File: config.mk
export PLATFORM = sky130hd
export DESIGN_NAME = periph_top
export DESIGN_NICKNAME = d
export VERILOG_FILES = /design/src/common/periph_pkg.sv /design/src/common/per_bus_pkg.sv /design/src/rtl/periph_top.sv /design/src/gpio/gpio_regs.sv /design/src/uart/uart_rx.sv /design/src/uart/uart_tx.sv /design/src/uart/uart_regs.sv /design/src/rtl/per_bus_ctrl.sv
export SDC_FILE = /design/constraint.sdc
export NUM_CORES = 1
export LEC_CHECK = 0
export BUFFER_PORTS_ARGS = -buffer_cell sky130_fd_sc_hd__buf_2
export CAP_MARGIN = 25
export CORE_UTILIZATION = 40
export CTS_BUF_LIST = sky130_fd_sc_hd__clkbuf_2
export CTS_CLUSTER_DIAMETER = 60
export DETAILED_ROUTE_END_ITERATION = 10
export PLACE_DENSITY = 0.62
export SYNTH_ARGS = -nofsm -noshare
export SYNTH_HDL_FRONTEND = slang
export SYNTH_SLANG_ARGS = --single-unit
File: constraint.sdc
create_clock -name i_mclk -period 6.4 [get_ports i_mclk]
set_clock_uncertainty 0.05 [all_clocks]
set_input_delay 0.96 -clock i_mclk [delete_from_list [all_inputs] [get_ports i_mclk]]
set_output_delay 0.96 -clock i_mclk [all_outputs]
set_load 0.01 [all_outputs]
File: src/common/periph_pkg.sv
package periph_pkg;

    localparam int BYTE_W     = 8;                     // UART and GPIO payload width
    localparam int PRER_W     = 16;                    // UART prescaler width
    localparam int FRAME_BITS = 10;                    // 8N1 frame, start + data + stop

    typedef logic [BYTE_W-1:0] byte_t;

    // UART registers --------
    localparam logic [2:0] UART_PRER   = 3'd0;         // Clocks per bit minus one
    localparam logic [2:0] UART_TXDATA = 3'd1;         // Write starts a frame
    localparam logic [2:0] UART_RXDATA = 3'd2;         // Read only
    localparam logic [2:0] UART_STAT   = 3'd3;         // Status

    localparam int STAT_TXBUSY  = 0;                   // Transmitter running
    localparam int STAT_RXVALID = 1;                   // W1C
    localparam int STAT_RXERR   = 2;                   // W1C, low stop bit seen

    localparam logic [PRER_W-1:0] PRER_RESET = 16'd15;

    // GPIO registers --------
    localparam logic [2:0] GPIO_DIR0 = 3'd0;           // 1 = output
    localparam logic [2:0] GPIO_OUT0 = 3'd1;
    localparam logic [2:0] GPIO_IN0  = 3'd2;           // Synchronized pins, read only
    localparam logic [2:0] GPIO_DIR1 = 3'd3;
    localparam logic [2:0] GPIO_OUT1 = 3'd4;
    localparam logic [2:0] GPIO_IN1  = 3'd5;

endpackage

File: src/common/per_bus_pkg.sv
package per_bus_pkg;

    // Bus geometry --------
    localparam int PER_AW     = 14;                    // Word address width
    localparam int PER_DW     = 16;                    // Data width
    localparam int PER_WEW    = 2;                     // One write enable per byte lane
    localparam int REG_IDX_W  = 3;                     // Register index inside a block
    localparam int BLK_SPAN_W = 3;                     // Low address bits taken by the index

    // Address map --------
    // Word addresses, byte address shifted right by one
    localparam logic [PER_AW-1:0] UART_BASE = 14'h0040; // Byte address 0x0080
    localparam logic [PER_AW-1:0] GPIO_BASE = 14'h0048; // Byte address 0x0090

    typedef logic [PER_AW-1:0]    per_addr_t;
    typedef logic [PER_DW-1:0]    per_data_t;
    typedef logic [REG_IDX_W-1:0] reg_idx_t;

endpackage
File: src/rtl/periph_top.sv
`timescale 1ns/10ps
module periph_top import per_bus_pkg::*, periph_pkg::*;
(
    input   logic                   i_mclk,
    input   logic                   i_rst_n,
    input   per_addr_t              i_per_addr,
    input   per_data_t              i_per_din,
    input   logic                   i_per_en,
    input   logic   [PER_WEW-1:0]   i_per_we,
    input   logic                   i_uart_rxd,
    input   byte_t                  i_port0_in,
    input   byte_t                  i_port1_in,

    output  per_data_t              o_per_dout,
    output  logic                   o_uart_txd,
    output  byte_t                  o_port0_out,
    output  byte_t                  o_port0_oe,
    output  byte_t                  o_port1_out,
    output  byte_t                  o_port1_oe
);

    logic                   uart_sel;
    logic                   gpio_sel;
    reg_idx_t               reg_idx;
    logic                   wr_lo;
    logic                   wr_hi;
    per_data_t              wdata;
    per_data_t              uart_rdata;
    per_data_t              gpio_rdata;

    logic                   tx_start;
    byte_t                  tx_byte;
    logic   [PRER_W-1:0]    prer;
    logic                   tx_busy;
    byte_t                  rx_byte;
    logic                   rx_done;
    logic                   rx_err;

    // Bus --------
    per_bus_ctrl m_bus_ctrl0 (
        .i_per_addr     (i_per_addr),
        .i_per_din      (i_per_din),
        .i_per_en       (i_per_en),
        .i_per_we       (i_per_we),
        .i_uart_rdata   (uart_rdata),
        .i_gpio_rdata   (gpio_rdata),
        .o_uart_sel     (uart_sel),
        .o_gpio_sel     (gpio_sel),
        .o_reg_idx      (reg_idx),
        .o_wr_lo        (wr_lo),
        .o_wr_hi        (wr_hi),
        .o_wdata        (wdata),
        .o_per_dout     (o_per_dout)
    );

    // UART --------
    uart_regs m_uart_regs0 (
        .i_mclk         (i_mclk),
        .i_rst_n        (i_rst_n),
        .i_sel          (uart_sel),
        .i_reg_idx      (reg_idx),
        .i_wr_lo        (wr_lo),
        .i_wr_hi        (wr_hi),
        .i_wdata        (wdata),
        .i_tx_busy      (tx_busy),
        .i_rx_byte      (rx_byte),
        .i_rx_done      (rx_done),
        .i_rx_err       (rx_err),
        .o_rdata        (uart_rdata),
        .o_tx_start     (tx_start),
        .o_tx_byte      (tx_byte),
        .o_prer         (prer)
    );

    uart_tx m_uart_tx0 (
        .i_mclk         (i_mclk),
        .i_rst_n        (i_rst_n),
        .i_start        (tx_start),
        .i_byte         (tx_byte),
        .i_prer         (prer),
        .o_txd          (o_uart_txd),
        .o_busy         (tx_busy),
        .o_done         ()
    );

    uart_rx m_uart_rx0 (
        .i_mclk         (i_mclk),
        .i_rst_n        (i_rst_n),
        .i_rxd          (i_uart_rxd),                  // Asynchronous pin
        .i_prer         (prer),
        .o_byte         (rx_byte),
        .o_done         (rx_done),
        .o_err          (rx_err)
    );

    // GPIO --------
    gpio_regs m_gpio_regs0 (
        .i_mclk         (i_mclk),
        .i_rst_n        (i_rst_n),
        .i_sel          (gpio_sel),
        .i_reg_idx      (reg_idx),
        .i_wr_lo        (wr_lo),
        .i_wdata        (wdata),
        .i_port0_in     (i_port0_in),
        .i_port1_in     (i_port1_in),
        .o_rdata        (gpio_rdata),
        .o_port0_out    (o_port0_out),
        .o_port0_oe     (o_port0_oe),
        .o_port1_out    (o_port1_out),
        .o_port1_oe     (o_port1_oe)
    );

endmodule

File: src/gpio/gpio_regs.sv
`timescale 1ns/10ps
module gpio_regs import per_bus_pkg::*, periph_pkg::*;
(
    input   logic           i_mclk,
    input   logic           i_rst_n,
    input   logic           i_sel,
    input   reg_idx_t       i_reg_idx,
    input   logic           i_wr_lo,
    input   per_data_t      i_wdata,
    input   byte_t          i_port0_in,
    input   byte_t          i_port1_in,

    output  per_data_t      o_rdata,
    output  byte_t          o_port0_out,
    output  byte_t          o_port0_oe,
    output  byte_t          o_port1_out,
    output  byte_t          o_port1_oe
);

    byte_t  dir_q   [2];                               // 1 = output
    byte_t  out_q   [2];
    byte_t  in_meta [2];
    byte_t  in_sync [2];                               // Pins after two flops
    logic   wr;

    assign wr = i_sel & i_wr_lo;                       // Byte registers, low lane only

    always_ff @(posedge i_mclk) begin
        if (!i_rst_n) begin
            dir_q <= '{default: '0};                   // All pins input
            out_q <= '{default: '0};
        end else if (wr) begin
            if (i_reg_idx == GPIO_DIR0) dir_q[0] <= i_wdata[BYTE_W-1:0];
            if (i_reg_idx == GPIO_OUT0) out_q[0] <= i_wdata[BYTE_W-1:0];
            if (i_reg_idx == GPIO_DIR1) dir_q[1] <= i_wdata[BYTE_W-1:0];
            if (i_reg_idx == GPIO_OUT1) out_q[1] <= i_wdata[BYTE_W-1:0];
        end
    end

    // Input sync --------
    always_ff @(posedge i_mclk) begin
        in_meta[0] <= i_port0_in;
        in_meta[1] <= i_port1_in;
        in_sync    <= in_meta;
    end

    always_comb begin
        case (i_reg_idx)
            GPIO_DIR0: o_rdata = {{(PER_DW-BYTE_W){1'b0}}, dir_q[0]};
            GPIO_OUT0: o_rdata = {{(PER_DW-BYTE_W){1'b0}}, out_q[0]};
            GPIO_IN0:  o_rdata = {{(PER_DW-BYTE_W){1'b0}}, in_sync[0]};
            GPIO_DIR1: o_rdata = {{(PER_DW-BYTE_W){1'b0}}, dir_q[1]};
            GPIO_OUT1: o_rdata = {{(PER_DW-BYTE_W){1'b0}}, out_q[1]};
            GPIO_IN1:  o_rdata = {{(PER_DW-BYTE_W){1'b0}}, in_sync[1]};
            default:   o_rdata = '0;
        endcase
    end

    assign o_port0_out = out_q[0];
    assign o_port0_oe  = dir_q[0];                     // Pad enable from direction
    assign o_port1_out = out_q[1];
    assign o_port1_oe  = dir_q[1];

endmodule

File: src/uart/uart_rx.sv
`timescale 1ns/10ps
module uart_rx import periph_pkg::*;
(
    input   logic                   i_mclk,
    input   logic                   i_rst_n,
    input   logic                   i_rxd,
    input   logic   [PRER_W-1:0]    i_prer,

    output  byte_t                  o_byte,
    output  logic                   o_done,
    output  logic                   o_err
);

    typedef enum logic [1:0] {RX_IDLE, RX_START, RX_DATA, RX_STOP} rx_state_t;

    rx_state_t              state;
    logic                   rxd_meta;                  // First sync stage
    logic                   rxd_sync;                  // Second sync stage
    logic                   rxd_prev;                  // For falling edge
    logic   [PRER_W-1:0]    baud_cnt;
    logic   [2:0]           bit_cnt;                   // Data bit index
    byte_t                  shreg;

    // Synchronizer --------
    always_ff @(posedge i_mclk) begin
        if (!i_rst_n) begin
            rxd_meta <= 1'b1;
            rxd_sync <= 1'b1;
            rxd_prev <= 1'b1;
        end else begin
            rxd_meta <= i_rxd;
            rxd_sync <= rxd_meta;
            rxd_prev <= rxd_sync;
        end
    end

    // Frame FSM --------
    always_ff @(posedge i_mclk) begin
        if (!i_rst_n) begin
            state    <= RX_IDLE;
            o_done   <= 1'b0;
            o_err    <= 1'b0;
            baud_cnt <= '0;
            bit_cnt  <= '0;
        end else begin
            o_done <= 1'b0;
            if (state != RX_IDLE && baud_cnt != '0) begin
                baud_cnt <= baud_cnt - 1'b1;
            end else begin
                case (state)
                    RX_IDLE: if (rxd_prev && !rxd_sync) begin
                        state    <= RX_START;
                        baud_cnt <= i_prer >> 1;       // Half bit to the middle
                    end
                    RX_START: begin
                        state    <= rxd_sync ? RX_IDLE : RX_DATA; // False start aborts
                        baud_cnt <= i_prer;
                        bit_cnt  <= '0;
                    end
                    RX_DATA: begin
                        baud_cnt <= i_prer;
                        bit_cnt  <= bit_cnt + 1'b1;
                        if (bit_cnt == 3'(BYTE_W - 1)) state <= RX_STOP;
                    end
                    default: begin                     // Mid stop bit
                        state  <= RX_IDLE;
                        o_done <= 1'b1;
                        o_err  <= ~rxd_sync;
                    end
                endcase
            end
        end
    end

    always_ff @(posedge i_mclk) begin
        if (state == RX_DATA && baud_cnt == '0) shreg <= {rxd_sync, shreg[BYTE_W-1:1]};
    end

    assign o_byte = shreg;

endmodule

File: src/uart/uart_tx.sv
`timescale 1ns/10ps
module uart_tx import periph_pkg::*;
(
    input   logic                   i_mclk,
    input   logic                   i_rst_n,
    input   logic                   i_start,
    input   byte_t                  i_byte,
    input   logic   [PRER_W-1:0]    i_prer,

    output  logic                   o_txd,
    output  logic                   o_busy,
    output  logic                   o_done
);

    logic   [PRER_W-1:0]    baud_cnt;                  // Cycles left in current bit
    logic   [3:0]           bit_cnt;                   // 0 = start bit, 9 = stop bit
    logic   [BYTE_W:0]      shreg;                     // Data bits with stop bit on top

    always_ff @(posedge i_mclk) begin
        if (!i_rst_n) begin
            o_txd    <= 1'b1;                          // Line idles high
            o_busy   <= 1'b0;
            o_done   <= 1'b0;
            bit_cnt  <= '0;
            baud_cnt <= '0;
        end else begin
            o_done <= 1'b0;
            if (!o_busy) begin
                if (i_start) begin
                    o_txd    <= 1'b0;                  // Start bit
                    o_busy   <= 1'b1;
                    bit_cnt  <= '0;
                    baud_cnt <= i_prer;
                end
            end else if (baud_cnt != '0) begin
                baud_cnt <= baud_cnt - 1'b1;
            end else if (bit_cnt == 4'(FRAME_BITS - 1)) begin
                o_busy <= 1'b0;                        // End of stop bit
                o_done <= 1'b1;
            end else begin
                o_txd    <= shreg[0];                  // LSB first
                bit_cnt  <= bit_cnt + 1'b1;
                baud_cnt <= i_prer;
            end
        end
    end

    // Shift path --------
    always_ff @(posedge i_mclk) begin
        if (!o_busy && i_start) begin
            shreg <= {1'b1, i_byte};
        end else if (o_busy && baud_cnt == '0) begin
            shreg <= {1'b1, shreg[BYTE_W:1]};          // Fill with stop level
        end
    end

endmodule

File: src/uart/uart_regs.sv
`timescale 1ns/10ps
module uart_regs import per_bus_pkg::*, periph_pkg::*;
(
    input   logic                   i_mclk,
    input   logic                   i_rst_n,
    input   logic                   i_sel,
    input   reg_idx_t               i_reg_idx,
    input   logic                   i_wr_lo,
    input   logic                   i_wr_hi,
    input   per_data_t              i_wdata,
    input   logic                   i_tx_busy,
    input   byte_t                  i_rx_byte,
    input   logic                   i_rx_done,
    input   logic                   i_rx_err,

    output  per_data_t              o_rdata,
    output  logic                   o_tx_start,
    output  byte_t                  o_tx_byte,
    output  logic   [PRER_W-1:0]    o_prer
);

    logic   [PRER_W-1:0]    prer_q;                    // Clocks per bit minus one
    byte_t                  tx_byte_q;                 // Byte handed to the transmitter
    byte_t                  rx_buf_q;                  // Last received byte
    logic                   rx_valid_q;
    logic                   rx_err_q;
    logic                   tx_start_q;
    logic                   wr_lo;
    logic                   wr_hi;
    logic                   tx_free;                   // No frame running or pending
    byte_t                  stat;

    assign wr_lo   = i_sel & i_wr_lo;
    assign wr_hi   = i_sel & i_wr_hi;
    assign tx_free = ~(i_tx_busy | tx_start_q);

    // Control and status --------
    always_ff @(posedge i_mclk) begin
        if (!i_rst_n) begin
            prer_q     <= PRER_RESET;
            rx_valid_q <= 1'b0;
            rx_err_q   <= 1'b0;
            tx_start_q <= 1'b0;
        end else begin
            if (wr_lo && i_reg_idx == UART_PRER) prer_q[BYTE_W-1:0] <= i_wdata[BYTE_W-1:0];
            if (wr_hi && i_reg_idx == UART_PRER) prer_q[PRER_W-1:BYTE_W] <= i_wdata[PRER_W-1:BYTE_W];
            tx_start_q <= wr_lo && (i_reg_idx == UART_TXDATA) && tx_free; // Dropped while busy
            if (i_rx_done) begin                       // Receiver wins over W1C
                rx_valid_q <= 1'b1;
            end else if (wr_lo && i_reg_idx == UART_STAT && i_wdata[STAT_RXVALID]) begin
                rx_valid_q <= 1'b0;
            end
            if (i_rx_done && i_rx_err) begin
                rx_err_q <= 1'b1;                      // Sticky until cleared
            end else if (wr_lo && i_reg_idx == UART_STAT && i_wdata[STAT_RXERR]) begin
                rx_err_q <= 1'b0;
            end
        end
    end

    // Payload --------
    always_ff @(posedge i_mclk) begin
        if (wr_lo && i_reg_idx == UART_TXDATA && tx_free) tx_byte_q <= i_wdata[BYTE_W-1:0];
        if (i_rx_done) rx_buf_q <= i_rx_byte;          // New frame overwrites
    end

    always_comb begin
        stat               = '0;
        stat[STAT_TXBUSY]  = i_tx_busy;
        stat[STAT_RXVALID] = rx_valid_q;
        stat[STAT_RXERR]   = rx_err_q;
        case (i_reg_idx)
            UART_PRER:   o_rdata = prer_q;
            UART_TXDATA: o_rdata = {{(PER_DW-BYTE_W){1'b0}}, tx_byte_q};
            UART_RXDATA: o_rdata = {{(PER_DW-BYTE_W){1'b0}}, rx_buf_q};
            UART_STAT:   o_rdata = {{(PER_DW-BYTE_W){1'b0}}, stat};
            default:     o_rdata = '0;
        endcase
    end

    assign o_tx_start = tx_start_q;
    assign o_tx_byte  = tx_byte_q;
    assign o_prer     = prer_q;

endmodule

File: src/rtl/per_bus_ctrl.sv
`timescale 1ns/10ps
module per_bus_ctrl import per_bus_pkg::*;
(
    input   per_addr_t              i_per_addr,
    input   per_data_t              i_per_din,
    input   logic                   i_per_en,
    input   logic   [PER_WEW-1:0]   i_per_we,
    input   per_data_t              i_uart_rdata,
    input   per_data_t              i_gpio_rdata,

    output  logic                   o_uart_sel,
    output  logic                   o_gpio_sel,
    output  reg_idx_t               o_reg_idx,
    output  logic                   o_wr_lo,
    output  logic                   o_wr_hi,
    output  per_data_t              o_wdata,
    output  per_data_t              o_per_dout
);

    logic   hit_uart;                                  // Address inside UART block
    logic   hit_gpio;                                  // Address inside GPIO block
    logic   rd_cyc;                                    // Enabled cycle, no write lanes

    // Block decode --------
    assign hit_uart = (i_per_addr[PER_AW-1:BLK_SPAN_W] == UART_BASE[PER_AW-1:BLK_SPAN_W]);
    assign hit_gpio = (i_per_addr[PER_AW-1:BLK_SPAN_W] == GPIO_BASE[PER_AW-1:BLK_SPAN_W]);

    assign o_uart_sel = i_per_en & hit_uart;           // Only valid in enabled cycles
    assign o_gpio_sel = i_per_en & hit_gpio;
    assign o_reg_idx  = i_per_addr[BLK_SPAN_W-1:0];    // Word offset in block

    // Write lanes --------
    assign o_wr_lo = i_per_en & i_per_we[0];           // Low byte
    assign o_wr_hi = i_per_en & i_per_we[1];           // High byte
    assign o_wdata = i_per_din;

    // Read mux --------
    assign rd_cyc = i_per_en & ~(|i_per_we);

    // Zero outside read cycles and unmapped space
    always_comb begin
        if (rd_cyc && hit_uart) begin
            o_per_dout = i_uart_rdata;
        end else if (rd_cyc && hit_gpio) begin
            o_per_dout = i_gpio_rdata;
        end else begin
            o_per_dout = '0;
        end
    end

endmodule

==> flow_summary.json <==
{
  "power_leakage_nw": 3.289,
  "yosysSeqAreaShare_pct": 49.07,
  "h-tree-depth": 4,
  "cts_tree": "yes",
  "firstDrtPassIters": 5,
  "layout.cells.non_filler": 1090,
  "setup_viol": 0,
  "fin_area_sq_um": 8220,
  "synth_edf_count": 32,
  "hpwlAfterDp_mm": 12.97,
  "cts_root_buffer": "clkbuf_2",
  "drc": 0,
  "holdCritPathClass": "in2reg",
  "synthArstFlopShare_pct": 0,
  "antenna_found_initial": 1,
  "netlist_instances": 765,
  "critPathCaptureType": "output pin",
  "period_needed_ns": 4.252,
  "power.share.sequential_pct": 49.7,
  "rsz0062_at_grt": "no",
  "arrival_ns": 3.24,
  "cts_setup_buffers": 0,
  "path_class": "in2out",
  "ir_drop_mv": 0.1467,
  "syn_avg_cell_area_sq_um": 9.547,
  "path_clk_slew_ns": 0.28,
  "clkSinkCount": 163,
  "critPathMostFrequentCell": "buf_2",
  "period_share_pct": 66.44,
  "syn_to_final_growth_pct": 12.56,
  "yosysWarnings": 0,
  "timing.slew.headroom_pct": 29.27,
  "overflow": 0,
  "clk_path_buf_depth": 2,
  "max_stage_delay_ns": 0.74,
  "wl_mm": 18.62,
  "fillCellCount": 1775,
  "grtUsageTotal_pct": 20.47,
  "placed_area_sq_um": 7956,
  "pre_cts_slack_ns": 2.113,
  "grt_pass1_wl_mm": 29.24,
  "fp.dieH_microns": 137.1,
  "synth_area_sq_um": 7303,
  "tns_ns": 0,
  "numCtsBuffers": 17,
  "final_common_cell": "dfxtp_1",
  "clkLatencyLatePin_ns": 0.78,
  "p_clk_share_pct": 23.8,
  "ys_types": 64,
  "worst_slew_pin_slew_ns": 1.055,
  "synth_top_flop_cell": "dfxtp_1",
  "comb_power_share_pct": 26.4,
  "nets": 911,
  "fin_ws_ns": 2.148,
  "antenna_left": 0,
  "ctsHoldBuffers": 0,
  "ys_ff_latch": 163,
  "io_pins": 101,
  "p_sw_share_pct": 36.81,
  "p_switching_w": 0.0008391,
  "vias_per_cell": 5.455,
  "report.final.slew_viol_count": 0,
  "most-common-layout-cells": "131 x dfxtp_1, 100 x buf_2, 92 x nand2_1, 66 x nor2_1, 58 x mux2i_1",
  "intPower_w": 0.001440,
  "fin_util_pct": 45.92,
  "grt_max_degree": 67,
  "grt_pass1_vias": 5416,
  "final_hold_viol_count": 0,
  "place.gp.congestion": 0.8548,
  "critical_path.top_delay_family": "simple AND/OR/NAND/NOR gates",
  "dieArea_sq_um": 18800,
  "max-cap-violations": 0,
  "start_kind": "primary input",
  "final_layout_size_suffix_gt1_share_pct": 20.58,
  "dp.cells": 1055,
  "die-width_microns": 137.1,
  "num_rows": 49,
  "initial_core_util_pct": 40.80,
  "max_freq_mhz": 235.2,
  "p_per_area_nw_per_um2": 277.3,
  "port_buffers": 100,
  "cts.repair.resized": 0,
  "design.core.area_sq_um": 17900,
  "crit_fanout": 10,
  "cp_cell_sequence": "buf_2, nor4b_1, nand3_1, or4_1, o22a_1, o32ai_1, buf_2",
  "path_buf_inv": 2,
  "required_ns": 5.39,
  "cpMaxStageDelayCell": "or4_1",
  "drt_iter0_markers": 463,
  "wl_per_cell_microns": 17.09,
  "synth_nets": 829,
  "vias": 5946,
  "status": "complete, no violations"
}
==> cells in the mapped netlist, types with 5 or more instances <==
| cell | n | share of area, % |
|---|---|---|
| buf_1 | 6 | 0.31 |
| inv_1 | 19 | 0.98 |
| nor2_1 | 66 | 3.4 |
| clkbuf_1 | 34 | 1.7 |
| a21oi_1 | 53 | 3.6 |
| dfxtp_1 | 131 | 36 |
| o211ai_1 | 9 | 0.93 |
| nand2b_1 | 6 | 0.51 |
| edfxtp_1 | 32 | 13 |
| nor2b_1 | 6 | 0.51 |
| nand2_1 | 92 | 4.7 |
| and2_1 | 10 | 0.86 |
| nand4_1 | 7 | 0.60 |
| ha_1 | 12 | 2.1 |
| o21ai_0 | 47 | 3.2 |
| a22oi_1 | 5 | 0.51 |
| mux2_2 | 9 | 1.4 |
| nor3_1 | 22 | 1.5 |
| nor4_1 | 12 | 1.0 |
| mux2i_1 | 58 | 7.9 |
| a31o_2 | 5 | 0.60 |
| nand3_1 | 21 | 1.4 |
| or3_1 | 7 | 0.60 |
| or4_1 | 5 | 0.51 |
| mux4_2 | 6 | 1.9 |
| a32o_1 | 5 | 0.69 |
| o22ai_1 | 12 | 1.0 |
==> final timing paths <==
check | from | end | slack [ns] | cells after the start
hold reg to reg | m_gpio_regs0.in_meta[0] | m_gpio_regs0.in_sync[0] | 0.29 | 0
setup / recovery | i_per_addr[4] | o_per_dout[0] | 2.15 | 7
setup reg to reg | m_uart_tx0.o_busy | m_uart_tx0.baud_cnt[11] | 3.28 | 5
hold / removal | i_port1_in[6] | m_gpio_regs0.in_meta[6] | 0.19 | 1
==> per-stage QoR <==
step                      total power [W]  hold WS [ns]
after floorplan                  0.001574        0.2596
after global placement           0.001715        0.2604
after detailed placement         0.001715        0.2621
after CTS                        0.002260        0.1389
after global routing             0.002410        0.1223
final                            0.002279        0.1856
==> kinds of logic (layout without fill, tap and decap cells) <==
| kind of cell | count (synthesis) | after routing | synth area share [%] |
|---|---|---|---|
| buffers and inverters | 64 | 159 | 3.529 |
| muxes | 73 | 73 | 11.19 |
| other | 0 | 1 | 0 |
| and+or+nand+nor | 279 | 279 | 18.61 |
| DFF | 163 | 163 | 49.07 |
| AOI/OAI and AO/OA | 174 | 174 | 15.56 |
| adders and majority gates | 12 | 12 | 2.056 |
==> per-layer routing <==
layer	global-route usage [%]	share of wire [%]	wire length (microns)	vias up
met5	0	0	0	-
met3	3.444	4.6	856	34
met1	29.03	49	9035	2780
met2	30.44	44	8261	155
met4	8.852	2.5	470	0
li1	-	-	-	2977
==> sequential cells by signal, summed over array words and instances, names as in the netlist, 16 cells and up <==
register	count
m_gpio_regs0.in_sync	16
m_uart_regs0.o_prer	16
m_uart_rx0.baud_cnt	16
m_gpio_regs0.in_meta	16
m_uart_tx0.baud_cnt	16
==> layout make-up <==
type / instances / area [sq um] / area share (%)
clock buffer: 18 / 90.09 / 1.096
antenna: 1 / 2.502 / 0.03044
sequential: 163 / 3583 / 43.59
tap: 229 / 286.5 / 3.486
timing repair buffer: 107 / 573.1 / 6.971
inverter: 20 / 75.07 / 0.9132
clock inverter: 14 / 136.4 / 1.659
multi-input combinational: 538 / 3473 / 42.25
==> power groups by stage <==
stage	sequential, W	combinational, W	clock (W)
after floorplan	0.00114	0.000432	0
after global placement	0.00115	0.000563	0
after detailed placement	0.00115	0.000562	0
after CTS	0.00113	0.000568	0.000560
final	0.00113	0.000602	0.000543
after global routing	0.00114	0.000665	0.000603
No activity file was read; power rests on OpenSTA's default activity.
